$ cat src/logic/pmcc_core_pkg.sv
`default_nettype none

// ################################################
// pmcc sequencer types
// Address, count and loop context widths.
// ################################################

package pmcc_core_pkg;

    localparam int ADDR_W     = 10;
    localparam int ITER_W     = 14;
    localparam int SIZE_W     = 2;
    localparam int PROG_DEPTH = 1 << ADDR_W;  // Program memory words.

    typedef logic [ADDR_W-1:0] pmcc_addr_t;
    typedef logic [ITER_W-1:0] pmcc_iter_t;
    typedef logic [SIZE_W-1:0] pmcc_size_t;

    // Loop context, start address above remaining count.
    localparam int LOOP_W         = ADDR_W + ITER_W;
    localparam int LOOP_ITER_LSB  = 0;
    localparam int LOOP_ITER_MSB  = ITER_W - 1;
    localparam int LOOP_START_LSB = ITER_W;
    localparam int LOOP_START_MSB = LOOP_W - 1;

    typedef logic [LOOP_W-1:0] pmcc_loop_t;

    localparam int LOOP_DEPTH = 8;
    localparam int LOOP_IDX_W = $clog2(LOOP_DEPTH);
    localparam int LOOP_PTR_W = LOOP_IDX_W + 1;  // Counts 0 to LOOP_DEPTH.

endpackage

`default_nettype wire

$ cat src/logic/pmcc_isa_pkg.sv
`default_nettype none

// ################################################
// pmcc instruction set
// Opcode values and field positions of the
// 32-bit microcode instruction word.
// ################################################

package pmcc_isa_pkg;

    localparam int INSTR_W = 32;

    typedef logic [INSTR_W-1:0] pmcc_instr_t;

    // Opcode byte.
    localparam int OPCODE_MSB = 31;
    localparam int OPCODE_LSB = 24;

    localparam logic [7:0] OP_NOP    = 8'h00;
    localparam logic [7:0] OP_LOOP   = 8'h01;
    localparam logic [7:0] OP_BRANCH = 8'h02;
    localparam logic [7:0] OP_HALT   = 8'h03;

    localparam int SIZE_MSB = 23;  // Extra words after this one.
    localparam int SIZE_LSB = 22;

    // LOOP count is split over two fields, high part first.
    localparam int ITER_HI_MSB = 5;
    localparam int ITER_HI_LSB = 0;
    localparam int ITER_LO_MSB = 15;
    localparam int ITER_LO_LSB = 8;

endpackage

`default_nettype wire
$ cat src/logic/pmcc_loop_controller.sv
`timescale 1ns/100ps
`default_nettype none

// ################################################
// pmcc loop controller
// Tracks nested counted loops and requests
// jumps back to the loop start from fetch.
// ################################################

module pmcc_loop_controller import pmcc_isa_pkg::*, pmcc_core_pkg::*; (
    input  logic        clk,
    input  logic        rst_n,
    input  logic        start,
    input  logic        loop,
    input  logic        branch,
    input  pmcc_instr_t instr,
    input  pmcc_size_t  instr_size,
    input  pmcc_addr_t  pc,
    output logic        branch_exec,
    output pmcc_addr_t  branch_dst
);

    pmcc_loop_t active_loop, active_loop_nxt;
    pmcc_loop_t cur_loop;      // Context in force this cycle.
    pmcc_loop_t lifo_wdata, lifo_rdata;
    logic       loop_execution, loop_execution_nxt;
    logic       lifo_readout, lifo_readout_nxt;
    logic       lifo_push, lifo_pop, lifo_full, lifo_empty;
    pmcc_iter_t iterations;
    pmcc_iter_t cur_iter;
    pmcc_addr_t cur_start;
    pmcc_addr_t body_start;

    assign iterations = {instr[ITER_HI_MSB:ITER_HI_LSB], instr[ITER_LO_MSB:ITER_LO_LSB]};
    assign body_start = pc + pmcc_addr_t'(instr_size) + 1'b1;  // Word after the LOOP.

    // A context popped last cycle takes over from the registers.
    assign cur_loop  = lifo_readout ? lifo_rdata : active_loop;
    assign cur_iter  = cur_loop[LOOP_ITER_MSB:LOOP_ITER_LSB];
    assign cur_start = cur_loop[LOOP_START_MSB:LOOP_START_LSB];

    pmcc_loop_lifo u_loop_lifo (
        .clk   (clk),
        .rst_n (rst_n),
        .clear (start),
        .push  (lifo_push),
        .pop   (lifo_pop),
        .wdata (lifo_wdata),
        .rdata (lifo_rdata),
        .full  (lifo_full),
        .empty (lifo_empty)
    );

    // ################################################
    // Loop rules
    // ################################################

    always_comb begin
        branch_exec        = 1'b0;
        branch_dst         = '0;
        active_loop_nxt    = cur_loop;
        loop_execution_nxt = loop_execution;
        lifo_readout_nxt   = 1'b0;
        lifo_push          = 1'b0;
        lifo_pop           = 1'b0;
        lifo_wdata         = cur_loop;

        if (loop) begin
            if (iterations != '0) begin  // Zero count is ignored.
                active_loop_nxt = {body_start, pmcc_iter_t'(iterations - 1'b1)};
                if (loop_execution) begin
                    lifo_push = 1'b1;  // Suspend the outer loop.
                end else begin
                    loop_execution_nxt = 1'b1;
                end
            end
        end else if (branch && loop_execution) begin
            if (cur_iter != '0) begin
                branch_exec = 1'b1;
                branch_dst  = cur_start;
                active_loop_nxt[LOOP_ITER_MSB:LOOP_ITER_LSB] = cur_iter - 1'b1;
            end else if (!lifo_empty) begin
                lifo_pop         = 1'b1;  // Resume the outer loop.
                lifo_readout_nxt = 1'b1;
            end else begin
                loop_execution_nxt = 1'b0;  // Outermost loop done.
            end
        end
    end

    always_ff @(posedge clk or negedge rst_n) begin
        if (!rst_n) begin
            active_loop    <= '0;
            loop_execution <= 1'b0;
            lifo_readout   <= 1'b0;
        end else if (start) begin
            active_loop    <= '0;
            loop_execution <= 1'b0;
            lifo_readout   <= 1'b0;
        end else begin
            active_loop    <= active_loop_nxt;
            loop_execution <= loop_execution_nxt;
            lifo_readout   <= lifo_readout_nxt;
        end
    end

endmodule

`default_nettype wire

$ cat src/logic/pmcc_loop_lifo.sv
`timescale 1ns/100ps
`default_nettype none

// ################################################
// pmcc loop LIFO
// Stack of suspended outer loop contexts.
// ################################################

module pmcc_loop_lifo import pmcc_core_pkg::*; (
    input  logic       clk,
    input  logic       rst_n,
    input  logic       clear,
    input  logic       push,
    input  logic       pop,
    input  pmcc_loop_t wdata,
    output pmcc_loop_t rdata,
    output logic       full,
    output logic       empty
);

    pmcc_loop_t            stack_mem [LOOP_DEPTH];
    logic [LOOP_PTR_W-1:0] sp;       // Entries held.
    logic [LOOP_IDX_W-1:0] top_idx;
    logic                  do_push;
    logic                  do_pop;

    assign full    = (sp == LOOP_PTR_W'(LOOP_DEPTH));
    assign empty   = (sp == '0);
    assign top_idx = sp[LOOP_IDX_W-1:0] - 1'b1;
    assign do_push = push && !full && !clear;     // Extra push is dropped.
    assign do_pop  = pop && !empty && !clear && !do_push;

    always_ff @(posedge clk or negedge rst_n) begin
        if (!rst_n) begin
            sp <= '0;
        end else if (clear) begin
            sp <= '0;
        end else if (do_push) begin
            sp <= sp + 1'b1;
        end else if (do_pop) begin
            sp <= sp - 1'b1;
        end
    end

    // Popped entry is seen on rdata one cycle later.
    always_ff @(posedge clk) begin
        if (do_push) begin
            stack_mem[sp[LOOP_IDX_W-1:0]] <= wdata;
        end
        if (do_pop) begin
            rdata <= stack_mem[top_idx];
        end
    end

endmodule

`default_nettype wire

$ cat config.mk
export PLATFORM = sky130hd
export DESIGN_NAME = pmcc_loop_controller
export DESIGN_NICKNAME = d
export VERILOG_FILES = /design/src/logic/pmcc_core_pkg.sv /design/src/logic/pmcc_isa_pkg.sv /design/src/logic/pmcc_loop_controller.sv /design/src/logic/pmcc_loop_lifo.sv
export SDC_FILE = /design/constraint.sdc
export NUM_CORES = 1
export LEC_CHECK = 0
export ABC_AREA = 1
export BUFFER_PORTS_ARGS = -buffer_cell sky130_fd_sc_hd__buf_2
export CAP_MARGIN = 20
export CORE_UTILIZATION = 56
export DETAILED_ROUTE_END_ITERATION = 8
export PLACE_DENSITY = 0.75
export SLEW_MARGIN = 20
export SYNTH_ARGS = -nofsm -noshare
export SYNTH_HDL_FRONTEND = slang
export SYNTH_HIERARCHICAL = 1
export SYNTH_SLANG_ARGS = --single-unit
$ cat constraint.sdc
create_clock -name clk -period 4.71 [get_ports clk]
set_input_delay 0.471 -clock clk [delete_from_list [all_inputs] [get_ports clk]]
set_output_delay 0.471 -clock clk [all_outputs]
set_load 0.02 [all_outputs]
==> results.sh <==
export IMPL_crit_type="flip-flop to primary output"
export IMPL_post_route_util=0.632
export IMPL_grt_first_pass_wirelength_um=40200
export IMPL_antenna_found_initial=0
export IMPL_cts_max_path_buffers=3
export IMPL_nNetsFinal=1222
export IMPL_clock_sinks=246
export IMPL_num_vias=8077
export IMPL_cp_endpoint="branch_dst[0]"
export IMPL_timing_final_crit_period_ps=3910
export IMPL_fill_cells=1566
export IMPL_outcome="finished, final reports clean"
export IMPL_worst_pin_slew_ps=1040
export IMPL_drt_total_wl_um=25600
export IMPL_layout_cells_most_common_list="sky130_fd_sc_hd__edfxtp_1 (216), sky130_fd_sc_hd__nor2_1 (212), sky130_fd_sc_hd__nand2_1 (176)"
export IMPL_syn_num_nets=1190
export IMPL_ir_drop_mv=0.274
export IMPL_antenna_cells_inserted=0
export IMPL_drive_above_1_share=0.162
export IMPL_syn2layout_area_growth_pct=10.1
export IMPL_hold_class="input pin to asynchronous set/reset pin"
export IMPL_finalWeightedCongestion=0.902
export IMPL_cts_root_buf="sky130_fd_sc_hd__clkbuf_16"
export IMPL_crit_start="lifo_readout"
export IMPL_detailedRoute_firstPassIterationCount=5
export IMPL_timing_rr_end="u_loop_lifo/rdata[9]"
export IMPL_starting_density_of_the_core=0.574
export IMPL_timing_critical_path_to_type="primary output"
export IMPL_final_period_utilization=0.831
export IMPL_cts_htree_levels=1
export IMPL_avgViaCountPerCell=5.57
export IMPL_post_cts_resize_count=0
export IMPL_port_buffers=41
export IMPL_cts_tree="yes"
export IMPL_clock_insertion_delay_worst_skew_ps=530
export IMPL_maxCapViolCount=0
export IMPL_die_w_um=146
export IMPL_die_height_um=146
export IMPL_finalMaxSlewViolations=0
export IMPL_core_um2=20300
export IMPL_overflow=0
export IMPL_worstPathArrival_ps=3440
export IMPL_grt_use_total=0.242
export IMPL_relSlewSlack=0.307
export IMPL_die_area_um2=21400
export IMPL_rows=52
export IMPL_worst_r2r_path_depth=13
export IMPL_setup_skew_ps=33.8
export IMPL_timing_rr_start="lifo_readout"
export IMPL_ff2ff_setup_slack_ps=1390
export IMPL_power_leakage_nw=5.00
export IMPL_cts_repair_timing_setup_buffer_count=0
export IMPL_initialDrtViolationCount=686
export IMPL_floorplan_io_pins=60
export IMPL_ys_warn_count=6
export IMPL_netlist_instances=1131
export IMPL_route_detailed_drc=0
export IMPL_start_kind="flip-flop"
export IMPL_mostFrequentLayoutCell="sky130_fd_sc_hd__edfxtp_1"
export IMPL_max_freq_ghz=0.256
export IMPL_rsz_0062_raised_after_global_routing="no"
export IMPL_post_layout_total_power_mw=5.52
export IMPL_postRouteAntennaNets=0
export IMPL_report_final_setup_viol=0
export IMPL_clkTransAtPathRegs_ps=60
export IMPL_final_setup_tns_ps=0
export IMPL_synth_area_um2=11600
export IMPL_finalHoldViolCount=0
export IMPL_first_global_vias=7593
export IMPL_cts_hold_buffers=0
export IMPL_peak_fanout_along_the_critical_path=33
export IMPL_drt_wirelength_per_cell_um=17.7
export IMPL_hpwlAfterDp_um=15000
export IMPL_power_per_cell_area_nw_per_um2=430
export IMPL_data_required_time_of_the_worst_path_ps=4240
export IMPL_grt_max_degree=102
export IMPL_number_of_buffers_created_by_cts=24
export IMPL_synthesized_area_divided_by_synthesized_cell_count_um2=10.3
worst min path at each step:
stage | to | slack [ps] | start
after global placement | loop_execution | 530 | loop_execution
after global routing | active_loop[1] | 80 | rst_n
after CTS | u_loop_lifo/sp[2] | 20 | rst_n
after floorplan | active_loop[0] | 180 | rst_n
final | u_loop_lifo/sp[2] | 8 | rst_n
after detailed placement | loop_execution | 540 | loop_execution
layout make-up:
class / count / area (um^2) / area share
sequential: 246 / 7240 / 0.564
multi-input combinational: 752 / 3800 / 0.296
clock buffer: 39 / 717 / 0.0559
timing repair buffer: 56 / 338 / 0.0263
tap: 270 / 338 / 0.0263
inverter: 83 / 312 / 0.0243
clock inverter: 5 / 85.1 / 0.00663
worst max-delay path, cell delays in order, from the launching register on:
cell and delay (ps):
sky130_fd_sc_hd__dfrtp_1 360, sky130_fd_sc_hd__buf_4 250, sky130_fd_sc_hd__inv_2 420, sky130_fd_sc_hd__nand2_1 140, sky130_fd_sc_hd__nand2_2 230, sky130_fd_sc_hd__inv_1 120
sky130_fd_sc_hd__ha_1 230, sky130_fd_sc_hd__nand3_2 90, sky130_fd_sc_hd__nor2_4 40, sky130_fd_sc_hd__nand3_4 170, sky130_fd_sc_hd__nand2_2 120, sky130_fd_sc_hd__nor2_2 170
sky130_fd_sc_hd__inv_2 130, sky130_fd_sc_hd__a21oi_1 210, sky130_fd_sc_hd__buf_2 200
metal layers:
metal	GRT usage	vias to the layer above	part of all wire
met5	0	-	0
met4	0.0740	0	0.016
met3	0.0331	41	0.076
met2	0.388	333	0.47
met1	0.347	3830	0.43
li1	-	3873	-
state kept, by name, summed over array words and instances (netlist names):
name / count
u_loop_lifo/stack_mem: 192
active_loop: 24
u_loop_lifo/rdata: 24
u_loop_lifo/sp: 4
lifo_readout: 1
loop_execution: 1
metrics by stage:
stage / cell area [um^2] / instances / worst slack, ps / hold WS [ps]
after global routing: 12800 / 1451 / 600 / 78.8
after global placement: 12000 / 1406 / 1520 / 527
after CTS: 12800 / 1450 / 810 / 24.9
after detailed placement: 12000 / 1406 / 1440 / 535
final: 12800 / 1451 / 797 / 8.13
after floorplan: 11600 / 1131 / 859 / 175
where the power goes:
| group | total, mW | leakage, nW | switching [mW] | internal [mW] |
|---|---|---|---|---|
| sequential | 2.48 | 2.37 | 0.0158 | 2.46 |
| clock | 1.91 | 0.390 | 0.766 | 1.15 |
| combinational | 1.13 | 2.24 | 0.750 | 0.375 |
Note: power is estimated with default switching activity, not from simulation.
